`src/design/sha512_params.svh`:
```
`ifndef SHA512_PARAMS_SVH
`define SHA512_PARAMS_SVH

// message and state word width
`define SHA512_WORD_W      64
// host read width of the digest
`define SHA512_OUT_W       32
// words per 1024-bit block
`define SHA512_BLK_WORDS   16
`define SHA512_ROUNDS      80
`define SHA512_RND_W       7
`define SHA512_ADDR_W      4
`define SHA512_DIG_WORDS   8
// input buffer is free once this round starts
`define SHA512_RELEASE_RND 16

`endif

```
`src/design/sha512_pkg.sv`:
```
`default_nettype none

`include "sha512_params.svh"

package sha512_pkg;

	// block operation
	// bit 1 selects continue, bit 0 selects hold
	typedef enum logic [1:0] {
		OP_NEW_OUT   = 2'd0,
		OP_NEW_HOLD  = 2'd1,
		OP_CONT_OUT  = 2'd2,
		OP_CONT_HOLD = 2'd3
	} sha512_blk_op_e;

	// block control states
	typedef enum logic [1:0] {
		ST_IDLE   = 2'd0,
		ST_LOAD   = 2'd1,
		ST_ROUNDS = 2'd2,
		ST_ADD    = 2'd3
	} sha512_state_e;

	// ****************************************
	// constants
	// ****************************************

	// initial hash values H0..H7
	localparam logic [`SHA512_WORD_W-1:0] SHA512_IV [`SHA512_DIG_WORDS] = '{
		64'h6a09e667f3bcc908, 64'hbb67ae8584caa73b, 64'h3c6ef372fe94f82b, 64'ha54ff53a5f1d36f1,
		64'h510e527fade682d1, 64'h9b05688c2b3e6c1f, 64'h1f83d9abfb41bd6b, 64'h5be0cd19137e2179
	};

	// round constants, one per round
	localparam logic [`SHA512_WORD_W-1:0] SHA512_K [`SHA512_ROUNDS] = '{
		64'h428a2f98d728ae22, 64'h7137449123ef65cd, 64'hb5c0fbcfec4d3b2f, 64'he9b5dba58189dbbc,
		64'h3956c25bf348b538, 64'h59f111f1b605d019, 64'h923f82a4af194f9b, 64'hab1c5ed5da6d8118,
		64'hd807aa98a3030242, 64'h12835b0145706fbe, 64'h243185be4ee4b28c, 64'h550c7dc3d5ffb4e2,
		64'h72be5d74f27b896f, 64'h80deb1fe3b1696b1, 64'h9bdc06a725c71235, 64'hc19bf174cf692694,
		64'he49b69c19ef14ad2, 64'hefbe4786384f25e3, 64'h0fc19dc68b8cd5b5, 64'h240ca1cc77ac9c65,
		64'h2de92c6f592b0275, 64'h4a7484aa6ea6e483, 64'h5cb0a9dcbd41fbd4, 64'h76f988da831153b5,
		64'h983e5152ee66dfab, 64'ha831c66d2db43210, 64'hb00327c898fb213f, 64'hbf597fc7beef0ee4,
		64'hc6e00bf33da88fc2, 64'hd5a79147930aa725, 64'h06ca6351e003826f, 64'h142929670a0e6e70,
		64'h27b70a8546d22ffc, 64'h2e1b21385c26c926, 64'h4d2c6dfc5ac42aed, 64'h53380d139d95b3df,
		64'h650a73548baf63de, 64'h766a0abb3c77b2a8, 64'h81c2c92e47edaee6, 64'h92722c851482353b,
		64'ha2bfe8a14cf10364, 64'ha81a664bbc423001, 64'hc24b8b70d0f89791, 64'hc76c51a30654be30,
		64'hd192e819d6ef5218, 64'hd69906245565a910, 64'hf40e35855771202a, 64'h106aa07032bbd1b8,
		64'h19a4c116b8d2d0c8, 64'h1e376c085141ab53, 64'h2748774cdf8eeb99, 64'h34b0bcb5e19b48a8,
		64'h391c0cb3c5c95a63, 64'h4ed8aa4ae3418acb, 64'h5b9cca4f7763e373, 64'h682e6ff3d6b2b8a3,
		64'h748f82ee5defb2fc, 64'h78a5636f43172f60, 64'h84c87814a1f0ab72, 64'h8cc702081a6439ec,
		64'h90befffa23631e28, 64'ha4506cebde82bde9, 64'hbef9a3f7b2c67915, 64'hc67178f2e372532b,
		64'hca273eceea26619c, 64'hd186b8c721c0c207, 64'heada7dd6cde0eb1e, 64'hf57d4f7fee6ed178,
		64'h06f067aa72176fba, 64'h0a637dc5a2c898a6, 64'h113f9804bef90dae, 64'h1b710b35131c471b,
		64'h28db77f523047d84, 64'h32caab7b40c72493, 64'h3c9ebe0a15c9bebc, 64'h431d67c49c100d4c,
		64'h4cc5d4becb3e42b6, 64'h597f299cfc657e2a, 64'h5fcb6fab3ad6faec, 64'h6c44198c4a475817
	};

	// ****************************************
	// round functions
	// ****************************************

	// rotate right by n
	function automatic logic [`SHA512_WORD_W-1:0] rotr(
		input logic [`SHA512_WORD_W-1:0] x,
		input int unsigned n
	);
		return (x >> n) | (x << (`SHA512_WORD_W - n));
	endfunction

	// applied to a
	function automatic logic [`SHA512_WORD_W-1:0] big_sigma0(input logic [`SHA512_WORD_W-1:0] x);
		return rotr(x, 28) ^ rotr(x, 34) ^ rotr(x, 39);
	endfunction

	// applied to e
	function automatic logic [`SHA512_WORD_W-1:0] big_sigma1(input logic [`SHA512_WORD_W-1:0] x);
		return rotr(x, 14) ^ rotr(x, 18) ^ rotr(x, 41);
	endfunction

	// schedule, on W[t-15]
	function automatic logic [`SHA512_WORD_W-1:0] small_sigma0(
		input logic [`SHA512_WORD_W-1:0] x
	);
		return rotr(x, 1) ^ rotr(x, 8) ^ (x >> 7);
	endfunction

	// schedule, on W[t-2]
	function automatic logic [`SHA512_WORD_W-1:0] small_sigma1(
		input logic [`SHA512_WORD_W-1:0] x
	);
		return rotr(x, 19) ^ rotr(x, 61) ^ (x >> 6);
	endfunction

	function automatic logic [`SHA512_WORD_W-1:0] ch(
		input logic [`SHA512_WORD_W-1:0] x,
		input logic [`SHA512_WORD_W-1:0] y,
		input logic [`SHA512_WORD_W-1:0] z
	);
		return (x & y) ^ (~x & z);
	endfunction

	function automatic logic [`SHA512_WORD_W-1:0] maj(
		input logic [`SHA512_WORD_W-1:0] x,
		input logic [`SHA512_WORD_W-1:0] y,
		input logic [`SHA512_WORD_W-1:0] z
	);
		return (x & y) ^ (x & z) ^ (y & z);
	endfunction

endpackage

`default_nettype wire

```
`src/design/sha512_if.sv`:
```
`default_nettype none

`include "sha512_params.svh"

// input buffer to control and schedule
interface sha512_in_if;
	// block submitted and not yet released
	logic pending;
	sha512_pkg::sha512_blk_op_e op;
	// async read port of the block store
	logic [`SHA512_WORD_W-1:0] word;
	logic [`SHA512_ADDR_W-1:0] rd_addr;
	// one cycle in the release round, frees the store
	logic buf_release;

	modport buf_mp (output pending, output op, output word, input rd_addr, input buf_release);
	modport ctrl_mp (input pending, input op, output rd_addr, output buf_release);
	modport sched_mp (input word);
endinterface

// control to schedule and round datapath
interface sha512_ctl_if;
	logic load;
	logic new_ctx;
	logic rnd_en;
	logic [`SHA512_RND_W-1:0] rnd;
	logic add;

	modport ctrl_mp (output load, output new_ctx, output rnd_en, output rnd, output add);
	modport sched_mp (input rnd_en, input rnd);
	modport round_mp (input load, input new_ctx, input rnd_en, input rnd, input add);
endinterface

`default_nettype wire

```
`src/design/sha512_schedule.sv`:
```
`default_nettype none

`include "sha512_params.svh"

module sha512_schedule (
	input wire CLK,
	input wire arst_n,
	sha512_in_if.sched_mp in_bus,
	sha512_ctl_if.sched_mp ctl,
	output logic [`SHA512_WORD_W-1:0] wt
);

	// win[0] is W[t-16], win[15] is W[t-1]
	logic [`SHA512_WORD_W-1:0] win [`SHA512_BLK_WORDS];
	logic [`SHA512_WORD_W-1:0] w_next;

	// W[t] = ss1(W[t-2]) + W[t-7] + ss0(W[t-15]) + W[t-16]
	assign w_next = sha512_pkg::small_sigma1(win[14]) + win[9]
		+ sha512_pkg::small_sigma0(win[1]) + win[0];

	// first 16 rounds take the message itself
	assign wt = (ctl.rnd < `SHA512_BLK_WORDS) ? in_bus.word : w_next;

	always_ff @(posedge CLK or negedge arst_n) begin
		if (!arst_n) begin
			for (int i = 0; i < `SHA512_BLK_WORDS; i++)
				win[i] <= '0;
		end else if (ctl.rnd_en) begin
			// slide by one word per round
			for (int i = 0; i < `SHA512_BLK_WORDS - 1; i++)
				win[i] <= win[i + 1];
			win[`SHA512_BLK_WORDS - 1] <= wt;
		end
	end

endmodule

`default_nettype wire

```
`src/flat_wrapper.sv`:
```
// flat-port wrapper written by rule: the top's interface ports become plain ports
module sha512_schedule_flat 
  (CLK, arst_n, wt, in_bus_word, ctl_rnd_en, ctl_rnd);
  sha512_in_if in_bus_i ();
  sha512_ctl_if ctl_i ();
  input wire CLK;
  input wire arst_n;
  output logic [`SHA512_WORD_W-1:0] wt;
  input wire logic [$bits(in_bus_i.word)-1:0] in_bus_word;
  input wire logic [$bits(ctl_i.rnd_en)-1:0] ctl_rnd_en;
  input wire logic [$bits(ctl_i.rnd)-1:0] ctl_rnd;
  assign in_bus_i.word = in_bus_word;
  assign ctl_i.rnd_en = ctl_rnd_en;
  assign ctl_i.rnd = ctl_rnd;
  sha512_schedule u_core (.CLK(CLK), .arst_n(arst_n), .in_bus(in_bus_i), .ctl(ctl_i), .wt(wt));
endmodule
```
`config.mk`:
```
export PLATFORM = sky130hd
export DESIGN_NAME = sha512_schedule_flat
export DESIGN_NICKNAME = d
export VERILOG_FILES = /design/src/design/sha512_pkg.sv /design/src/design/sha512_if.sv /design/src/design/sha512_schedule.sv /design/src/flat_wrapper.sv
export VERILOG_INCLUDE_DIRS = /design/src /design/src/design
export SDC_FILE = /design/constraint.sdc
export NUM_CORES = 2
export LEC_CHECK = 0
export ABC_AREA = 1
export ABC_CLOCK_PERIOD_IN_PS = 7350
export BUFFER_PORTS_ARGS = -buffer_cell sky130_fd_sc_hd__buf_2
export CORE_MARGIN = 2
export CORE_UTILIZATION = 63
export CTS_CLUSTER_DIAMETER = 150
export CTS_CLUSTER_SIZE = 30
export DETAILED_ROUTE_END_ITERATION = 12
export MAX_ROUTING_LAYER = met4
export PLACE_DENSITY_LB_ADDON = 0.3
export SLEW_MARGIN = 0
export SYNTH_ARGS = -nofsm -noshare
export SYNTH_HDL_FRONTEND = slang
export SYNTH_SLANG_ARGS = --single-unit
```
`constraint.sdc`:
```
create_clock -name CLK -period 7.35 [get_ports CLK]
set_clock_uncertainty 0.15 [all_clocks]
set_input_delay 2.205 -clock CLK [delete_from_list [all_inputs] [get_ports CLK]]
set_output_delay 2.205 -clock CLK [all_outputs]
set_load 0.02 [all_outputs]
```
==> results.sh <==
export IMPL_status="finished clean"
export IMPL_dpl_hpwl_microns=98000
export IMPL_path_clk_slew_ns=0.12
export IMPL_ys_ff_latch=1024
export IMPL_slowest_delay_ns=0.59
export IMPL_clk_latency_ns=0.64
export IMPL_grt_use_met2_pct=51.1
export IMPL_grt_busiest_layer="met2"
export IMPL_dr_total_vias=37400
export IMPL_slew_viol_final=0
export IMPL_required_ns=4.99
export IMPL_crit_top_cell="nand2_1"
export IMPL_cts_tree="done"
export IMPL_avgSynthCellArea_sq_um=8.27
export IMPL_routed_via_density=5.26
export IMPL_largest_reg_flops=1024
export IMPL_crit_type="register to output pin"
export IMPL_hp_class="register to register"
export IMPL_regMostFlops="u_core.win"
export IMPL_port_buffers=133
export IMPL_gp_congestion=0.995
export IMPL_cts_buffers=40
export IMPL_fp_dieW_microns=287
export IMPL_grt_pass1_wl_microns=206000
export IMPL_grt_usage_pct=33.8
export IMPL_critPathMaxFanout=4
export IMPL_clock_path_buffers=3
export IMPL_hold_violations=0
export IMPL_crit_path_cell_trace="buf_4, xnor2_1, xor2_1, fa_1, fa_1, ha_2, nand2_1, inv_1, nand2_1, nand2_1, inv_1, nand3_2, nand2_1, nand2_1, nand2_1, nand2_1, nand2_1, nand3_1, and2_1, buf_2"
export IMPL_worstMarginPinSlew_ns=1.14
export IMPL_ios=138
export IMPL_area_growth_syn_to_layout_pct=5.46
export IMPL_ys_types=40
export IMPL_die_h_microns=287
export IMPL_layout_drive_gt1_share_pct=7.62
export IMPL_clock_root_buffer="clkbuf_16"
export IMPL_reg_top3="u_core.win x1024"
export IMPL_met3_usage_pct=3.25
export IMPL_synth_area_sq_um=50600
export IMPL_die_area_sq_um=82500
export IMPL_drtAntennaViolNets=0
export IMPL_finalWirelength_microns=132000
export IMPL_drtPass1Iterations=6
export IMPL_drt_initial_drc_count=3526
export IMPL_yosysSeqAreaShare_pct=50.7
export IMPL_start_util_pct=63.8
export IMPL_finalSetupViolCount=0
export IMPL_grt_antenna_before_repair=0
export IMPL_cts_sinks=1024
export IMPL_dpl_cell_area_sq_um=51900
export IMPL_fin_crit_ns=7.21
export IMPL_fmax_mhz=139
export IMPL_antenna_cells=0
export IMPL_crit_path_top_delay_cell="fa_1"
export IMPL_h_tree_depth=2
export IMPL_ys_warn_count=0
export IMPL_fin_crit_sh_pct=98.1
export IMPL_critPathLaunchType="register"
export IMPL_netlist_instances=6115
export IMPL_met1_usage_pct=49.5
export IMPL_grt_max_degree=254
export IMPL_fin_area_sq_um=53300
export IMPL_cts_hold_buf=0
export IMPL_nets=6314
export IMPL_drv_cap=0
export IMPL_drc=0
export IMPL_routedWlPerCell_microns=18.6
export IMPL_cp_arrival_ns=4.86
export IMPL_overflow=0
export IMPL_worst_setup_path_end_kind="output pin"
export IMPL_rsz0062_at_grt="true"
export IMPL_max_slew_margin_pct=23.8
export IMPL_core_sq_um=79300
export IMPL_synth_fp_nets=6378
export IMPL_grt_pass1_vias=35900
export IMPL_fp_row_count=103
==> cell families (layout without fill, tap and decap cells) <==
family	after synthesis	in the layout	share of synthesized area, %
simple gates	2432	2432	19.0
buf+inv	1339	1276	10.3
flops	1024	1024	50.7
compound gates	856	856	8.70
xor+xnor	275	275	4.76
fa+ha+maj	189	189	6.55
==> stage by stage <==
step / hold WS [ns] / util [%] / setup WS (ns) / std cells / setup TNS (ns)
2_1_floorplan: 0.292 / - / 1.39 / 6115 / 0
5_1_grt: 0.352 / 67.3 / -0.0615 / 7102 / -0.270
3_5_place_dp: 0.309 / 65.5 / 0.466 / 7057 / 0
6_report: 0.300 / 67.3 / 0.139 / 7102 / 0
4_1_cts: 0.304 / 66.9 / 0.00559 / 7100 / 0
3_3_place_gp: 0.304 / 65.5 / 0.515 / 7057 / 0
==> worst max-delay path: cells and delay by family (launching register included) <==
kind	cells	cell delay, ns
buf+inv	4	0.53
simple gates	11	1.46
xor+xnor	2	0.40
fa+ha+maj	3	1.35
flops	1	0.49
==> cell usage in the layout, fill, tap and decap left out, types with 13 or more instances in the layout <==
cell type     n
nand2_1    2109
inv_1      1027
dfrtp_1     964
o21ai_0     771
xor2_1      133
buf_2       131
xnor2_1     126
fa_1        125
nand3_1      99
nor2_1       74
dfrtp_2      60
ha_1         49
buf_4        46
clkbuf_16    40
a21oi_1      37
nor2_2       36
or2_2        28
and2_1       27
nand2_2      19
nand3_2      15
ha_2         14
buf_12       14
xnor2_2      13
==> path summary, 6_finish.rpt <==
check	start	to	slack, ns	cells past startpoint
setup / recovery	u_core.win[70]	wt[51]	0.14	20
hold / removal	u_core.win[836]	u_core.win[900]	0.30	2
setup reg to reg	u_core.win[65]	u_core.win[34]	2.81	21
hold reg to reg	u_core.win[836]	u_core.win[900]	0.30	2
max in group asynchronous	arst_n	u_core.win[453]	4.15	2
min in group asynchronous	arst_n	u_core.win[797]	1.49	1
==> cell usage after synthesis (all sizes together) <==
library cell  instances  area, sq um
nor2                113          489
nand3b                2         18.8
a21boi                2         15.0
o21bai                5         37.5
nor4                  1         6.26
dfrtp              1024        25600
and2                 27          169
clkbuf              181          681
a21o                  2         15.0
nand2              2130         8030
a21oi                39          195
o21ai               781         3940
buf                 118          616
inv                1040         3900
xor2                136         1190
a31oi                 7         50.1
nand4                 3         18.8
fa                  126         2520
xnor2               139         1220
nand3               114          611
o211ai               10         75.1
o21a                 10         75.1
ha                   63          788
nor3                 13          101
and3                  1         6.26
or2                  28          175
==> layer usage <==
layer | share of wire (%) | routed length [microns]
met5 | 0 | 0
met4 | 2.9 | 3790
met3 | 5.3 | 6990
met2 | 46 | 60600
met1 | 46 | 60500
==> cell type report <==
type	instances	area, sq um
fill	6460	25900
sequential	1024	25700
multi-input combinational	3752	20000
inverter	1040	3910
tap	1050	1310
timing repair buffer	193	1310
clock buffer	40	1000
clock inverter	3	55.1
==> repair_timing <==
| action | CTS | global route |
|---|---|---|
| gates resized for setup | 18 | 112 |
| pin swaps | 0 | 2 |
| setup buffers | 0 | 2 |
| hold endpoints to repair | 0 | 0 |
| cloned | 0 | 0 |
| setup endpoints to repair | 12 | 43 |
Power is not shown: default switching activity piles up to over one toggle a cycle in this logic, so the estimate is an artifact.
