[config.mk]
export PLATFORM = sky130hd
export DESIGN_NAME = sha512_input_buf_flat
export DESIGN_NICKNAME = d
export VERILOG_FILES = /design/src/design/sha512_pkg.sv /design/src/design/sha512_if.sv /design/src/design/sha512_input_buf.sv /design/src/flat_wrapper.sv
export VERILOG_INCLUDE_DIRS = /design/src /design/src/design
export SDC_FILE = /design/constraint.sdc
export NUM_CORES = 1
export LEC_CHECK = 0
export ABC_AREA = 1
export BUFFER_PORTS_ARGS = -buffer_cell sky130_fd_sc_hd__buf_2
export CORE_ASPECT_RATIO = 1.5
export CORE_MARGIN = 2
export CORE_UTILIZATION = 45
export CTS_BUF_LIST = sky130_fd_sc_hd__clkbuf_8 sky130_fd_sc_hd__clkbuf_16
export DETAILED_ROUTE_END_ITERATION = 12
export SLEW_MARGIN = 20
export SYNTH_ARGS = -nofsm -noshare
export SYNTH_HDL_FRONTEND = slang
export SYNTH_SLANG_ARGS = --single-unit
[constraint.sdc]
create_clock -name CLK -period 2.45 [get_ports CLK]
set_clock_uncertainty 0.05 [all_clocks]
set_input_delay 0.49 -clock CLK [delete_from_list [all_inputs] [get_ports CLK]]
set_output_delay 0.49 -clock CLK [all_outputs]
set_load 0.005 [all_outputs]
[src/design/sha512_params.svh]
`ifndef SHA512_PARAMS_SVH
`define SHA512_PARAMS_SVH

// message and state word width
`define SHA512_WORD_W      64
// host read width of the digest
`define SHA512_OUT_W       32
// words per 1024-bit block
`define SHA512_BLK_WORDS   16
`define SHA512_ROUNDS      80
`define SHA512_RND_W       7
`define SHA512_ADDR_W      4
`define SHA512_DIG_WORDS   8
// input buffer is free once this round starts
`define SHA512_RELEASE_RND 16

`endif

[src/design/sha512_pkg.sv]
`default_nettype none

`include "sha512_params.svh"

package sha512_pkg;

	// block operation
	// bit 1 selects continue, bit 0 selects hold
	typedef enum logic [1:0] {
		OP_NEW_OUT   = 2'd0,
		OP_NEW_HOLD  = 2'd1,
		OP_CONT_OUT  = 2'd2,
		OP_CONT_HOLD = 2'd3
	} sha512_blk_op_e;

	// block control states
	typedef enum logic [1:0] {
		ST_IDLE   = 2'd0,
		ST_LOAD   = 2'd1,
		ST_ROUNDS = 2'd2,
		ST_ADD    = 2'd3
	} sha512_state_e;

	// ****************************************
	// constants
	// ****************************************

	// initial hash values H0..H7
	localparam logic [`SHA512_WORD_W-1:0] SHA512_IV [`SHA512_DIG_WORDS] = '{
		64'h6a09e667f3bcc908, 64'hbb67ae8584caa73b, 64'h3c6ef372fe94f82b, 64'ha54ff53a5f1d36f1,
		64'h510e527fade682d1, 64'h9b05688c2b3e6c1f, 64'h1f83d9abfb41bd6b, 64'h5be0cd19137e2179
	};

	// round constants, one per round
	localparam logic [`SHA512_WORD_W-1:0] SHA512_K [`SHA512_ROUNDS] = '{
		64'h428a2f98d728ae22, 64'h7137449123ef65cd, 64'hb5c0fbcfec4d3b2f, 64'he9b5dba58189dbbc,
		64'h3956c25bf348b538, 64'h59f111f1b605d019, 64'h923f82a4af194f9b, 64'hab1c5ed5da6d8118,
		64'hd807aa98a3030242, 64'h12835b0145706fbe, 64'h243185be4ee4b28c, 64'h550c7dc3d5ffb4e2,
		64'h72be5d74f27b896f, 64'h80deb1fe3b1696b1, 64'h9bdc06a725c71235, 64'hc19bf174cf692694,
		64'he49b69c19ef14ad2, 64'hefbe4786384f25e3, 64'h0fc19dc68b8cd5b5, 64'h240ca1cc77ac9c65,
		64'h2de92c6f592b0275, 64'h4a7484aa6ea6e483, 64'h5cb0a9dcbd41fbd4, 64'h76f988da831153b5,
		64'h983e5152ee66dfab, 64'ha831c66d2db43210, 64'hb00327c898fb213f, 64'hbf597fc7beef0ee4,
		64'hc6e00bf33da88fc2, 64'hd5a79147930aa725, 64'h06ca6351e003826f, 64'h142929670a0e6e70,
		64'h27b70a8546d22ffc, 64'h2e1b21385c26c926, 64'h4d2c6dfc5ac42aed, 64'h53380d139d95b3df,
		64'h650a73548baf63de, 64'h766a0abb3c77b2a8, 64'h81c2c92e47edaee6, 64'h92722c851482353b,
		64'ha2bfe8a14cf10364, 64'ha81a664bbc423001, 64'hc24b8b70d0f89791, 64'hc76c51a30654be30,
		64'hd192e819d6ef5218, 64'hd69906245565a910, 64'hf40e35855771202a, 64'h106aa07032bbd1b8,
		64'h19a4c116b8d2d0c8, 64'h1e376c085141ab53, 64'h2748774cdf8eeb99, 64'h34b0bcb5e19b48a8,
		64'h391c0cb3c5c95a63, 64'h4ed8aa4ae3418acb, 64'h5b9cca4f7763e373, 64'h682e6ff3d6b2b8a3,
		64'h748f82ee5defb2fc, 64'h78a5636f43172f60, 64'h84c87814a1f0ab72, 64'h8cc702081a6439ec,
		64'h90befffa23631e28, 64'ha4506cebde82bde9, 64'hbef9a3f7b2c67915, 64'hc67178f2e372532b,
		64'hca273eceea26619c, 64'hd186b8c721c0c207, 64'heada7dd6cde0eb1e, 64'hf57d4f7fee6ed178,
		64'h06f067aa72176fba, 64'h0a637dc5a2c898a6, 64'h113f9804bef90dae, 64'h1b710b35131c471b,
		64'h28db77f523047d84, 64'h32caab7b40c72493, 64'h3c9ebe0a15c9bebc, 64'h431d67c49c100d4c,
		64'h4cc5d4becb3e42b6, 64'h597f299cfc657e2a, 64'h5fcb6fab3ad6faec, 64'h6c44198c4a475817
	};

	// ****************************************
	// round functions
	// ****************************************

	// rotate right by n
	function automatic logic [`SHA512_WORD_W-1:0] rotr(
		input logic [`SHA512_WORD_W-1:0] x,
		input int unsigned n
	);
		return (x >> n) | (x << (`SHA512_WORD_W - n));
	endfunction

	// applied to a
	function automatic logic [`SHA512_WORD_W-1:0] big_sigma0(input logic [`SHA512_WORD_W-1:0] x);
		return rotr(x, 28) ^ rotr(x, 34) ^ rotr(x, 39);
	endfunction

	// applied to e
	function automatic logic [`SHA512_WORD_W-1:0] big_sigma1(input logic [`SHA512_WORD_W-1:0] x);
		return rotr(x, 14) ^ rotr(x, 18) ^ rotr(x, 41);
	endfunction

	// schedule, on W[t-15]
	function automatic logic [`SHA512_WORD_W-1:0] small_sigma0(
		input logic [`SHA512_WORD_W-1:0] x
	);
		return rotr(x, 1) ^ rotr(x, 8) ^ (x >> 7);
	endfunction

	// schedule, on W[t-2]
	function automatic logic [`SHA512_WORD_W-1:0] small_sigma1(
		input logic [`SHA512_WORD_W-1:0] x
	);
		return rotr(x, 19) ^ rotr(x, 61) ^ (x >> 6);
	endfunction

	function automatic logic [`SHA512_WORD_W-1:0] ch(
		input logic [`SHA512_WORD_W-1:0] x,
		input logic [`SHA512_WORD_W-1:0] y,
		input logic [`SHA512_WORD_W-1:0] z
	);
		return (x & y) ^ (~x & z);
	endfunction

	function automatic logic [`SHA512_WORD_W-1:0] maj(
		input logic [`SHA512_WORD_W-1:0] x,
		input logic [`SHA512_WORD_W-1:0] y,
		input logic [`SHA512_WORD_W-1:0] z
	);
		return (x & y) ^ (x & z) ^ (y & z);
	endfunction

endpackage

`default_nettype wire

[src/design/sha512_if.sv]
`default_nettype none

`include "sha512_params.svh"

// input buffer to control and schedule
interface sha512_in_if;
	// block submitted and not yet released
	logic pending;
	sha512_pkg::sha512_blk_op_e op;
	// async read port of the block store
	logic [`SHA512_WORD_W-1:0] word;
	logic [`SHA512_ADDR_W-1:0] rd_addr;
	// one cycle in the release round, frees the store
	logic buf_release;

	modport buf_mp (output pending, output op, output word, input rd_addr, input buf_release);
	modport ctrl_mp (input pending, input op, output rd_addr, output buf_release);
	modport sched_mp (input word);
endinterface


`default_nettype wire

[src/design/sha512_input_buf.sv]
`default_nettype none

`include "sha512_params.svh"

module sha512_input_buf (
	input wire CLK,
	input wire arst_n,
	input wire wr_en,
	input wire [`SHA512_WORD_W-1:0] in,
	input wire [`SHA512_ADDR_W-1:0] wr_addr,
	// only meaningful together with wr_en, marks the last word
	input wire set_input_ready,
	input wire sha512_pkg::sha512_blk_op_e input_blk_op,
	output logic ready,
	sha512_in_if.buf_mp bus
);

	// 16 words of the block, message order
	logic [`SHA512_WORD_W-1:0] mem [`SHA512_BLK_WORDS];

	always_ff @(posedge CLK) begin
		if (wr_en)
			mem[wr_addr] <= in;
		// opcode travels with the last word
		if (wr_en && set_input_ready)
			bus.op <= input_blk_op;
	end

	// ready drops on the first word, comes back once the rounds no longer read the store
	always_ff @(posedge CLK or negedge arst_n) begin
		if (!arst_n) begin
			ready <= 1'b1;
			bus.pending <= 1'b0;
		end else begin
			if (wr_en)
				ready <= 1'b0;
			else if (bus.buf_release)
				ready <= 1'b1;

			if (wr_en && set_input_ready)
				bus.pending <= 1'b1;
			else if (bus.buf_release)
				bus.pending <= 1'b0;
		end
	end

	assign bus.word = mem[bus.rd_addr];

	// host must not overwrite a block the rounds still depend on
	a_no_wr_while_pending: assert property (@(posedge CLK) disable iff (!arst_n)
		bus.pending && !bus.buf_release |-> !wr_en);

endmodule

`default_nettype wire

[src/flat_wrapper.sv]
// flat-port wrapper written by rule: the top's interface ports become plain ports
module sha512_input_buf_flat 
  (CLK, arst_n, wr_en, in, wr_addr, set_input_ready, input_blk_op, ready, bus_pending, bus_op, bus_word, bus_rd_addr, bus_buf_release);
  sha512_in_if bus_i ();
  input wire CLK;
  input wire arst_n;
  input wire wr_en;
  input wire [`SHA512_WORD_W-1:0] in;
  input wire [`SHA512_ADDR_W-1:0] wr_addr;
  input wire set_input_ready;
  input wire sha512_pkg::sha512_blk_op_e input_blk_op;
  output logic ready;
  output wire logic [$bits(bus_i.pending)-1:0] bus_pending;
  output wire logic [$bits(bus_i.op)-1:0] bus_op;
  output wire logic [$bits(bus_i.word)-1:0] bus_word;
  input wire logic [$bits(bus_i.rd_addr)-1:0] bus_rd_addr;
  input wire logic [$bits(bus_i.buf_release)-1:0] bus_buf_release;
  assign bus_pending = bus_i.pending;
  assign bus_op = bus_i.op;
  assign bus_word = bus_i.word;
  assign bus_i.rd_addr = bus_rd_addr;
  assign bus_i.buf_release = bus_buf_release;
  sha512_input_buf u_core (.CLK(CLK), .arst_n(arst_n), .wr_en(wr_en), .in(in), .wr_addr(wr_addr), .set_input_ready(set_input_ready), .input_blk_op(input_blk_op), .ready(ready), .bus(bus_i));
endmodule
==> flow_summary.json <==
{
  "p_comb_share_pct": 7.1,
  "hold_viol_final": 0,
  "syn_area_per_cell_um2": 10.6,
  "clock-sinks": 1028,
  "clkTransAtPathRegs_ns": 0.06,
  "ys_warn_count": 0,
  "grt_pass1_wl_um": 171000,
  "switching_power_w": 0.00821,
  "multi_input_area_um2": 9130,
  "pwr_density_cell_nw_per_um2": 732,
  "cts_setup_buffers": 0,
  "regArea_um2": 30900,
  "wl_met3_um": 5680,
  "fillers": 8535,
  "ys_top_cells_by_area": "edfxtp_1 70%, nand2_1 11%, nand3_1 8.7%",
  "layout_setup_ws_ns": 0.120,
  "synth_nets": 4235,
  "finalCritPeriodShare_pct": 95.1,
  "clock_path_buffers": 3,
  "cp_max_fo": 60,
  "sw_frac_of_total_pct": 22.1,
  "synth_top_area_share_pct": 69.9,
  "cts_tree": "done",
  "clockPowerShare_pct": 39.8,
  "drt-initial-drc-count": 2313,
  "grt_pass1_vias": 28266,
  "required_ns": 1.91,
  "post-place-ws_ns": 0.123,
  "post-route-util_pct": 52.4,
  "crit_path_end_kind": "output pin",
  "synth_area_leader_cell": "edfxtp_1",
  "ys_seq_area_share_pct": 70.0,
  "rsz0062_at_grt": "no",
  "wire_per_inst_um": 19.7,
  "ant_nets": 0,
  "top_layer": "met5",
  "met2_length_um": 55700,
  "holdWs_ns": 0.0817,
  "vias_per_cell": 5.11,
  "setup_viol": 0,
  "die_y_um": 387,
  "vias": 29140,
  "antenna_found_initial": 18,
  "htreeDepth": 3,
  "ioPinCount": 147,
  "period_minus_slack_ns": 2.33,
  "cts_root_buffer": "clkbuf_16",
  "status": "complete, no violations",
  "vdd_drop_max_mv": 0.553,
  "instances_no_fill": 5708,
  "total_power_w": 0.0372,
  "remaining_drc_errors": 0,
  "die_w_um": 260,
  "p_int_w": 0.0290,
  "startpoint_type": "input pin",
  "place_inst": 5519,
  "wl_met1_um": 47200,
  "portBuffers": 146,
  "tightest_slew_ns": 0.464,
  "pwr-share-seq_pct": 53.2,
  "drv_cap": 0,
  "worst_skew_pair.late_latency_ns": 0.67,
  "numCtsBuffers": 96,
  "synth_cell_types": 16,
  "crit_type": "input pin to output pin",
  "arrival_ns": 1.79,
  "place_congestion": 0.768,
  "final_nets": 4424,
  "die_area_um2": 101000,
  "layout-drive-gt1-share_pct": 10.1,
  "initial_utilization_pct": 45.4,
  "core_area_um2": 97000,
  "fmax_mhz": 429,
  "rows": 140,
  "power.leakage_nw": 21.7,
  "synthCells": 4156,
  "area_delta_synth_final_pct": 15.3,
  "drtPass1Iterations": 7,
  "dp_hpwl_um": 62300,
  "grtUsageTotal_pct": 22.5,
  "wirelength_um": 112000,
  "grt-ovfl-total": 0,
  "ys_ff_latch": 1028,
  "synth.cell_area_um2": 44100,
  "hold_path_class": "input pin to asynchronous set/reset pin",
  "drv_slew": 0,
  "slew_headroom_pct": 68.9,
  "grt_max_degree": 63
}
==> cell type report <==
cell class | count | share of cell area, %
Sequential cell | 1028 | 60.7
Multi-Input combinational cell | 2141 | 18.0
Timing Repair Buffer | 302 | 6.19
Antenna cell | 7 | 0.0345
Clock inverter | 76 | 1.20
Inverter | 776 | 5.79
Clock buffer | 100 | 4.93
Tap cell | 1278 | 3.15
==> power groups by stage <==
stage | sequential (W) | clock [W] | combinational (W)
2_1_floorplan | 0.0202 | 0 | 0.00143
3_3_place_gp | 0.0202 | 0 | 0.00261
3_5_place_dp | 0.0202 | 0 | 0.00263
4_1_cts | 0.0198 | 0.0151 | 0.00265
5_1_grt | 0.0198 | 0.0157 | 0.00291
6_report | 0.0198 | 0.0148 | 0.00262
==> path summary, 6_finish.rpt <==
kind | startpoint | end | slack, ns | cells past startpoint
setup / recovery | bus_rd_addr[0] | bus_word[60] | 0.12 | 9
hold / removal | arst_n | u_core.bus.pending$_DFFE_PN0P_ | 0.08 | 2
setup reg to reg | u_core.bus.pending$_DFFE_PN0P_ | u_core.bus.pending$_DFFE_PN0P_ | 1.24 | 3
hold reg to reg | u_core.ready$_DFFE_PN1P_ | u_core.ready$_DFFE_PN1P_ | 0.44 | 2
max in group asynchronous | arst_n | u_core.ready$_DFFE_PN1P_ | 2.08 | 2
min in group CLK | set_input_ready | u_core.bus.op[0]$_DFFE_PP_ | 0.11 | 3
==> synthesized netlist by cell type <==
cell and count:
buf_1 13, buf_2 114, buf_4 25, buf_6 36, clkbuf_1 23, dfrtp_1 1, dfstp_2 1, edfxtp_1 1026
inv_1 773, inv_2 2, inv_4 1, nand2_1 1350, nand3_1 769, nand3b_1 2, nor2_1 19, o21ai_0 1
==> critical path: stages <==
cell and delay [ns]:
buf_8 0.12, buf_12 0.21, buf_12 0.29, nand2_1 0.09
nand3_1 0.08, nand3_1 0.11, nand3_1 0.12, nand2_1 0.08
buf_2 0.13
==> through the flow <==
| stage | instance area (um2) | setup TNS, ns |
|---|---|---|
| floorplan | 44100 | -443.45 |
| global placement | 47600 | 0 |
| detailed placement | 47600 | 0 |
| CTS | 50800 | 0 |
| global route | 50800 | 0 |
| finish | 50800 | 0 |
==> routing by layer <==
metal / track usage (%) / vias to the layer above
met5: 0 / -
met1: 29.4 / 14231
met3: 2.68 / 215
met2: 38.2 / 861
met4: 8.97 / 12
li1: - / 13821
==> what timing repair did <==
item | CTS | global route
hold buffers | 6 | 0
gates resized for setup | 0 | 1
endpoints found under the setup margin | 0 | 1
hold endpoints to repair | 6 | 0
==> cell families (layout without fill, tap and decap cells) <==
| logic type | after synthesis | in the layout | synth area share [%] |
|---|---|---|---|
| flops | 1028 | 1028 | 70.0 |
| compound gates | 1 | 1 | 0.0113 |
| buf+inv | 987 | 1254 | 9.56 |
| other cells | 0 | 7 | 0 |
| simple gates | 2140 | 2140 | 20.4 |
==> registers in the layout, summed over array words and instances, names as in the netlist <==
| name | count |
|---|---|
| u_core.mem | 1024 |
| u_core.bus.op | 2 |
| u_core.bus.pending | 1 |
| u_core.ready | 1 |
==> cell usage in the layout (no fill, tap or decap), drive strengths merged <==
cell type / netlist / layout
dfstp: 1 / 1
edfxtp: 1026 / 1026
nor2: 19 / 19
inv: 776 / 798
bufinv: 0 / 10
nand3: 769 / 769
dlygate4sd3: 0 / 6
dfrtp: 1 / 1
diode: 0 / 7
nand2: 1350 / 1350
clkbuf: 23 / 100
clkinv: 0 / 42
nand3b: 2 / 2
o21ai: 1 / 1
clkinvlp: 0 / 2
buf: 188 / 296
Power figures use the tool's default switching activity.
