`src/design/sha512_params.svh`:
```
`ifndef SHA512_PARAMS_SVH
`define SHA512_PARAMS_SVH

// message and state word width
`define SHA512_WORD_W      64
// host read width of the digest
`define SHA512_OUT_W       32
// words per 1024-bit block
`define SHA512_BLK_WORDS   16
`define SHA512_ROUNDS      80
`define SHA512_RND_W       7
`define SHA512_ADDR_W      4
`define SHA512_DIG_WORDS   8
// input buffer is free once this round starts
`define SHA512_RELEASE_RND 16

`endif

```
`src/design/sha512_output_buf.sv`:
```
`default_nettype none

`include "sha512_params.svh"

module sha512_output_buf (
	input wire CLK,
	input wire arst_n,
	input wire dig_wr,
	input wire [`SHA512_WORD_W-1:0] dig [`SHA512_DIG_WORDS],
	output logic out_busy,
	output logic [`SHA512_OUT_W-1:0] dout,
	output logic core_out_ready,
	output logic core_out_start,
	input wire rd_en
);

	// one index bit per half word
	localparam int IDX_W = $clog2(2 * `SHA512_DIG_WORDS);

	logic [`SHA512_WORD_W-1:0] mem [`SHA512_DIG_WORDS];
	logic [IDX_W-1:0] idx;
	logic [`SHA512_WORD_W-1:0] cur;

	always_ff @(posedge CLK) begin
		if (dig_wr)
			for (int i = 0; i < `SHA512_DIG_WORDS; i++)
				mem[i] <= dig[i];
	end

	always_ff @(posedge CLK or negedge arst_n) begin
		if (!arst_n) begin
			core_out_ready <= 1'b0;
			idx <= '0;
		end else if (dig_wr) begin
			core_out_ready <= 1'b1;
			idx <= '0;
		end else if (rd_en && core_out_ready) begin
			// index wraps to 0 after the last half
			idx <= idx + 1'b1;
			if (idx == '1)
				core_out_ready <= 1'b0;
		end
	end

	// upper half of each word goes out first
	assign cur = mem[idx[IDX_W-1:1]];
	assign dout = idx[0] ? cur[`SHA512_OUT_W-1:0] : cur[`SHA512_WORD_W-1:`SHA512_OUT_W];
	assign core_out_start = core_out_ready && (idx == '0);
	assign out_busy = core_out_ready;

	// the add stage must hold off until the host has drained the last digest
	a_no_overwrite: assert property (@(posedge CLK) disable iff (!arst_n)
		dig_wr |-> !out_busy);

endmodule

`default_nettype wire

```
`config.mk`:
```
export PLATFORM = sky130hd
export DESIGN_NAME = sha512_output_buf
export DESIGN_NICKNAME = d
export VERILOG_FILES = /design/src/design/sha512_output_buf.sv
export VERILOG_INCLUDE_DIRS = /design/src /design/src/design
export SDC_FILE = /design/constraint.sdc
export NUM_CORES = 1
export LEC_CHECK = 0
export BUFFER_PORTS_ARGS = -buffer_cell sky130_fd_sc_hd__clkbuf_2
export CORE_ASPECT_RATIO = 0.6
export CORE_MARGIN = 10
export CORE_UTILIZATION = 47
export CTS_CLUSTER_DIAMETER = 50
export DETAILED_ROUTE_END_ITERATION = 12
export PLACE_DENSITY = 0.76
export SETUP_SLACK_MARGIN = 0.5
export SYNTH_ARGS = -nofsm -noshare
export SYNTH_HDL_FRONTEND = slang
export SYNTH_SLANG_ARGS = --single-unit
export TNS_END_PERCENT = 50
```
`constraint.sdc`:
```
create_clock -name CLK -period 1.7 [get_ports CLK]
set_input_delay 0.34 -clock CLK [delete_from_list [all_inputs] [get_ports CLK]]
set_output_delay 0.34 -clock CLK [all_outputs]
set_load 0.01 [all_outputs]
```
==> flow_metrics.tcl, run 1 <==
set metrics [dict create \
    synth_top_area_frac 0.7929 \
    die_height_um 177.3 \
    synth.avg_cell_area_um2 23.91 \
    lastStage "clock tree synthesis" \
    post-dp-hpwl_mm 41.26 \
    synth_area_um2 19390 \
    num_rows 57 \
    async_reset_ff_frac 0.009671 \
    die_w_um 282.2 \
    cts_htree_levels 2 \
    cts-buffers-inserted 46 \
    clock_path_buffers 3 \
    holdBufCountCts 405 \
    stop_error "[ERROR RSZ-0060] Max buffer count reached." \
    post_dp_cell_area_um2 23600 \
    synth-main-ff-cell "edfxtp_1" \
    yosys_warnings 0 \
    synth_area_leaders "edfxtp_1, mux4_2, a22oi_1, nand2_1, dfrtp_1" \
    cts_root_buf "clkbuf_16" \
    io_pins 551 \
    place.port_buffers 550 \
    synth-edff-count 512 \
    start_util 0.4778 \
    outcome "aborted with a tool error" \
    synth_cell_types 25 \
    ys_ff_latch 517 \
    placedCellCount 1926 \
    synthCells 811 \
    post-cts-setup-buffers 8 \
    seq_area_frac_synth 0.7993 \
    cts_resized 44 \
    post-place-ws_ns -0.5091 \
    syn-num-nets 1329 \
    yosys.area.top_type "edfxtp_1" \
    cts.sinks 517 \
    gp_congestion 0.8555 \
]
-- cell usage after synthesis (2+ instances only) --
| library cell | instances |
|---|---|
| edfxtp_1 | 512 |
| mux4_2 | 128 |
| a22oi_1 | 64 |
| nand2_1 | 34 |
| clkbuf_1 | 21 |
| buf_2 | 12 |
| buf_6 | 8 |
| dfrtp_1 | 5 |
| buf_4 | 3 |
| nand3_1 | 3 |
| nor2_1 | 3 |
| a21oi_1 | 2 |
| ha_1 | 2 |
| inv_1 | 2 |
| nor2b_1 | 2 |
-- cells by family after synthesis --
kind of cell / synth area share
and+or+nand+nor: 0.01007
buffers and inverters: 0.01381
xor gates and xnor gates: 0.0009035
muxes: 0.1487
adders and majority gates: 0.001290
DFF: 0.7993
AOI/OAI and AO/OA: 0.02594
-- per-stage QoR --
step | utilization | hold WS, ns
detailed placement | 0.5816 | 0.1705
floorplan | - | 0.04441
global placement | 0.5816 | 0.1661
==> inputs of run 2 (changes only) <==
--- a/config.mk
+++ b/config.mk
@@ -7,13 +7,10 @@
 export NUM_CORES = 1
 export LEC_CHECK = 0
 export BUFFER_PORTS_ARGS = -buffer_cell sky130_fd_sc_hd__clkbuf_2
-export CORE_ASPECT_RATIO = 0.6
 export CORE_MARGIN = 10
-export CORE_UTILIZATION = 47
-export CTS_CLUSTER_DIAMETER = 50
+export CORE_UTILIZATION = 40
 export DETAILED_ROUTE_END_ITERATION = 12
-export PLACE_DENSITY = 0.76
-export SETUP_SLACK_MARGIN = 0.5
+export PLACE_DENSITY_LB_ADDON = 0.15
 export SYNTH_ARGS = -nofsm -noshare
 export SYNTH_HDL_FRONTEND = slang
 export SYNTH_SLANG_ARGS = --single-unit
==> constraint.sdc (replaced) <==
create_clock -name CLK -period 2.2 [get_ports CLK]
set_input_delay 0.44 -clock CLK [delete_from_list [all_inputs] [get_ports CLK]]
set_output_delay 0.44 -clock CLK [all_outputs]
set_load 0.01 [all_outputs]
==> run 2 against run 1 <==
The flow now finishes, with violations (negative setup slack). Synthesized cell count is the same. Synthesized area is the same.
==> flow_metrics.tcl, run 2 <==
set metrics [dict create \
    r2r_cells 7 \
    endpoint "dout[19]" \
    placedCellCount 1988 \
    drt-initial-drc-count 906 \
    globalRoute.busiestLayer "met2" \
    endpoint_kind "primary output" \
    finalHoldViolations 0 \
    syn-num-nets 1329 \
    grt_usage 0.2058 \
    routed_wl_mm 60.09 \
    synth_area_leaders "edfxtp_1, mux4_2, a22oi_1, nand2_1, dfrtp_1" \
    ys_ff_latch 517 \
    arrival_ns 2.43 \
    io_pins 551 \
    synth-edff-count 512 \
    routed-via-count 11797 \
    r2r_slack_ns 0.56 \
    r2r_end "idx[2]$_DFFE_PN0P_" \
    crit_path_start_kind "flip-flop" \
    required_ns 1.76 \
    drc 0 \
    die_w_um 240.2 \
    cts_tree "built" \
    grt_overflow 0 \
    use_met2 0.3609 \
    synthCells 811 \
    num_rows 80 \
    worstMarginPinSlew_ns 0.4517 \
    cts_root_buf "clkbuf_16" \
    fin_skew_ns 0.0009430 \
    clock_latency_ns 0.59 \
    peakVddDrop_mv 0.6004 \
    powerDensity_nw_per_um2 830.0 \
    cts.clk_slew.worst_paths_ns 0.06 \
    clock_path_buffers 3 \
    core-area_um2 47850 \
    gr-usage-met3 0.05175 \
    cts.sinks 517 \
    synth_cell_types 25 \
    synth_area_um2 19390 \
    rr_startpoint "idx[1]$_DFFE_PN0P_" \
    finalPower_mw 23.39 \
    relSlewSlack 0.6989 \
    nets 2203 \
    cts-buffers-inserted 55 \
    grt_pass1_wl_mm 86.69 \
    power_leakage_nw 10.73 \
    drv_slew 0 \
    yosys.area.top_type "edfxtp_1" \
    fin_ws_ns -0.6682 \
    die_height_um 240.2 \
    async_reset_ff_frac 0.009671 \
    grt_max_degree 76 \
    drtAntennaViolNets 0 \
    avgViaCountPerCell 5.001 \
    stdcell_count 2359 \
    synth.avg_cell_area_um2 23.91 \
    largest_reg_flops 512 \
    crit_fanout 8 \
    synth.most_common_cell "edfxtp_1" \
    cts_htree_levels 2 \
    gp_congestion 0.8562 \
    seq_area_frac_synth 0.7993 \
    dr.pass1.iters 5 \
    grtUsageMet1 0.2457 \
    dieArea_um2 57680 \
    first_global_vias 13615 \
    critPathKind "reg2out" \
    reg.largest.list "mem (512), idx (4), core_out_ready (1)" \
    max_freq_mhz 348.6 \
    yosys_warnings 0 \
    synth_commonest_cells "edfxtp_1, mux4_2, a22oi_1, nand2_1, clkbuf_1" \
    syn2layout_area_growth_pct 45.33 \
    synth_top_area_frac 0.7929 \
    setup_viol 33 \
    final_common_cell "clkbuf_2" \
    place.port_buffers 550 \
    drv_cap 0 \
    post-dp-hpwl_mm 43.02 \
    regMostFlops "mem" \
    drive_gt1_frac 0.5130 \
    hold_path_class "in2reg" \
    outcome "finished, violations left" \
    final_cell_mix "clkbuf_2, edfxtp_1, dlygate4sd3_1, mux4_2, clkbuf_16" \
    critPathLaunch "idx[1]$_DFFE_PN0P_" \
    fin_crit_sh 1.304 \
    wl_per_cell_um 25.47 \
    violations "negative setup slack" \
    synth-main-ff-cell "edfxtp_1" \
    rsz0062_at_grt "true" \
    fin_crit_ns 2.868 \
    antenna_found_initial 13 \
    start_util 0.4053 \
]
-- run 2: worst min-delay path by stage --
stage	from	to	slack (ns)	depth (start not counted)
2_1_floorplan	arst_n	core_out_ready$_DFFE_PN0P_	0.14	0
3_3_place_gp	arst_n	idx[1]$_DFFE_PN0P_	0.27	1
3_5_place_dp	arst_n	idx[1]$_DFFE_PN0P_	0.27	1
4_1_cts	dig[278]	mem[3][22]$_DFFE_PP_	0.00001	1
5_1_grt	dig[46]	mem[7][46]$_DFFE_PP_	0.004	1
6_report	dig[0]	mem[7][0]$_DFFE_PP_	0.03	1
-- run 2: worst max-delay path, cell delays in order (launching register included) --
cell	delay (ns)
dfrtp_4	0.52
buf_6	0.15
buf_12	0.14
buf_4	0.13
mux4_2	0.44
a22oi_2	0.20
nand2_1	0.09
buf_2	0.15
-- run 2: where the power goes --
part / leakage, nW / switching [mW] / internal, mW
logic: 4.81 / 1.11 / 1.49
registers: 5.07 / 0.223 / 11.7
clock network: 0.845 / 3.68 / 5.19
-- run 2: metal layers --
metal | up-vias | part of all wire
met2 | 483 | 0.53
met3 | 76 | 0.078
met5 | - | 0
met1 | 5976 | 0.38
met4 | 0 | 0.022
li1 | 5262 | -
-- run 2: kinds of logic after synthesis --
logic type,Yosys count,synth area share
simple gates,46,0.01007
buf+inv,48,0.01381
compound gates,68,0.02594
xor+xnor,2,0.0009035
fa+ha+maj,2,0.001290
mux,128,0.1487
flops,517,0.7993
-- run 2: area by class of cell --
type | count | area, µm²
Clock inverter | 30 | 249.0
Clock buffer | 71 | 1479
Multi-Input combinational cell | 246 | 3865
Timing Repair Buffer | 863 | 6267
Antenna cell | 15 | 37.54
Fill cell | 3575 | 19660
Sequential cell | 517 | 15510
Inverter | 2 | 7.507
Tap cell | 615 | 769.5
-- run 2: what timing repair did --
item	in CTS	in global routing
pin swaps	9	20
setup buffers	8	9
endpoints found under the setup margin	33	33
hold endpoints to repair	233	0
gates cloned	4	5
gates resized for setup	27	51
hold buffers	229	0
-- run 2: metrics by stage --
stage                     TNS [ns]  hold slack [ns]    util  instance area (µm²)  setup WS (ns)
after global placement      -1.360           0.2711  0.4900                23440       -0.09348
after detailed placement    -1.589           0.2729  0.4900                23440        -0.1069
final                       -19.71          0.03204  0.5890                28180        -0.6682
after CTS                   -21.67       0.00001099  0.5805                27780        -0.7211
after floorplan                  0           0.1444       -                19390         0.1848
after global routing        -22.92         0.003755  0.5887                28170        -0.7343
(Power assumes the default switching activity.)
==> inputs of run 3 (changes only) <==
--- a/config.mk
+++ b/config.mk
@@ -7,10 +7,12 @@
 export NUM_CORES = 1
 export LEC_CHECK = 0
 export BUFFER_PORTS_ARGS = -buffer_cell sky130_fd_sc_hd__clkbuf_2
+export CORE_ASPECT_RATIO = 1.2
 export CORE_MARGIN = 10
 export CORE_UTILIZATION = 40
+export CTS_CLUSTER_DIAMETER = 60
 export DETAILED_ROUTE_END_ITERATION = 12
-export PLACE_DENSITY_LB_ADDON = 0.15
+export PLACE_DENSITY = 0.69
 export SYNTH_ARGS = -nofsm -noshare
 export SYNTH_HDL_FRONTEND = slang
 export SYNTH_SLANG_ARGS = --single-unit
==> run 3 against run 2 <==
The run still ends with negative setup slack left. Combinational power shrank 10%. Maximum frequency rose by 1.1%. Utilization fell by 3.4 points. Die area about the same. Count of clock-buffer cells in the layout decreased by 8. Largest cell class unchanged.
==> flow_metrics.tcl, run 3 (synthesis gave the netlist of run 2 again) <==
set metrics [dict create \
    first_global_vias 12855 \
    r2r_slack_ns 0.76 \
    required_ns 1.76 \
    worstHoldStart "dig[217]" \
    post-dp-hpwl_mm 40.66 \
    hold_path_class "in2reg" \
    clock_latency_ns 0.58 \
    grt_overflow 0 \
    critPathLaunch "idx[1]$_DFFE_PN0P_" \
    drc 0 \
    crit_fanout 16 \
    rsz0062_at_grt "true" \
    arrival_ns 2.40 \
    final_core_util 0.5546 \
    dr.pass1.iters 5 \
    core-area_um2 48010 \
    syn2layout_area_growth_pct 37.31 \
    dieArea_um2 57720 \
    start_util 0.4039 \
    powerDensity_nw_per_um2 835.7 \
    die_w_um 221.0 \
    setup_viol 33 \
    fin_skew_ns 0.01202 \
    finalHoldViolations 0 \
    fin_crit_ns 2.836 \
    antenna_found_initial 9 \
    violations "negative setup slack" \
    routed_wl_mm 56.57 \
    r2r_end "idx[2]$_DFFE_PN0P_" \
    reg.largest.list "mem (512), idx (4), core_out_ready (1)" \
    largest_reg_flops 512 \
    endpoint "dout[2]" \
    crit_path_start_kind "flip-flop" \
    relSlewSlack 0.6960 \
    final_cell_mix "clkbuf_2, edfxtp_1, mux4_2, dlygate4sd3_1, clkbuf_16" \
    nets 2088 \
    final_common_cell "clkbuf_2" \
    cts.clk_slew.worst_paths_ns 0.07 \
    rr_startpoint "idx[1]$_DFFE_PN0P_" \
    critPathKind "reg2out" \
    peakVddDrop_mv 0.6278 \
    grt_max_degree 87 \
    fin_crit_sh 1.289 \
    place.port_buffers 550 \
    die_height_um 261.2 \
    outcome "finished, violations left" \
    drv_slew 0 \
    r2r_cells 6 \
    io_pins 551 \
    drtAntennaViolNets 0 \
    max_freq_mhz 352.6 \
    drive_gt1_frac 0.5416 \
    grt_usage 0.1868 \
    num_rows 88 \
    clock_path_buffers 3 \
    routed-via-count 11642 \
    cts_root_buf "clkbuf_16" \
    endpoint_kind "primary output" \
    finalPower_mw 22.25 \
    worstMarginPinSlew_ns 0.4560 \
    cts_htree_levels 2 \
    cts_tree "built" \
    avgViaCountPerCell 5.174 \
    grt_pass1_wl_mm 81.28 \
    drt-initial-drc-count 1294 \
    wl_per_cell_um 25.14 \
    cts-buffers-inserted 51 \
    drv_cap 0 \
    regMostFlops "mem" \
    gp_congestion 0.8636 \
    power_leakage_nw 10.10 \
    fin_ws_ns -0.6357 \
    cts.sinks 517 \
]
[run 3: cell types whose count changed in the layout (fill, tap and decap cells not counted), moves of 5 or more]
cell           before  now
dlygate4sd3_1     229  125
buf_16              7    2
diode_2            15    8
buf_4              41   47
clkbuf_16          62   53
clkbuf_2          538  548
buf_2               7    0
[run 3: worst min-delay path by stage]
stage / depth (start not counted) / end / slack (ns)
floorplan: 0 / core_out_ready$_DFFE_PN0P_ / 0.14
global placement: 1 / idx[1]$_DFFE_PN0P_ / 0.28
detailed placement: 1 / idx[1]$_DFFE_PN0P_ / 0.28
CTS: 1 / mem[6][29]$_DFFE_PP_ / 0.00004
global route: 1 / mem[0][39]$_DFFE_PP_ / 0.0009
finish: 1 / mem[4][25]$_DFFE_PP_ / 0.03
[run 3: report_power, final]
part | switching, mW | leakage (nW) | internal, mW
sequential | 0.224 | 5.07 | 11.7
clock | 3.65 | 0.758 | 4.35
combinational | 1.04 | 4.27 | 1.29
[run 3: final cells by class]
cell class | count | area, µm²
multi-input cells | 246 | 3855
diodes | 8 | 20.02
clock buffers | 63 | 1343
well taps | 630 | 788.3
fillers | 3622 | 21380
clock inverters | 32 | 177.7
flip-flops and latches | 517 | 15510
inverters | 2 | 7.507
repair buffers | 752 | 4927
[run 3: stage by stage]
| step | hold WS (ns) | TNS [ns] | instance area [µm²] | setup slack (ns) | instances |
|---|---|---|---|---|---|
| finish | 0.02765 | -18.63 | 26630 | -0.6357 | 2250 |
| global route | 0.0008727 | -22.00 | 26620 | -0.7397 | 2249 |
| CTS | 0.00004169 | -20.82 | 26370 | -0.6944 | 2230 |
| detailed placement | 0.2759 | -0.9810 | 23490 | -0.09415 | 2013 |
| global placement | 0.2770 | -0.7487 | 23490 | -0.08279 | 2013 |
| floorplan | 0.1444 | 0 | 19390 | 0.1848 | 811 |
[run 3: routing by layer]
layer	vias up	routed length (µm)	global-route usage
met4	4	1357	0.06723
met2	617	30910	0.3314
met1	5904	19770	0.2134
met5	-	19	0
met3	93	4521	0.05197
li1	5024	-	-
[run 3: critical path, cell delays in order (launching register included)]
cell and delay, ns:
dfrtp_4 0.44, buf_12 0.19, buf_4 0.14, mux4_2 0.53, a22oi_1 0.26, nand2_1 0.09, clkbuf_2 0.14
[run 3: timing repair]
item / 4_1_cts / 5_1_grt
pin swaps: 13 / 2
resized for setup: 30 / 24
setup endpoints to repair: 33 / 33
cloned: 0 / 1
hold endpoints to repair: 124 / 5
setup buffers: 2 / 6
hold buffers: 120 / 5
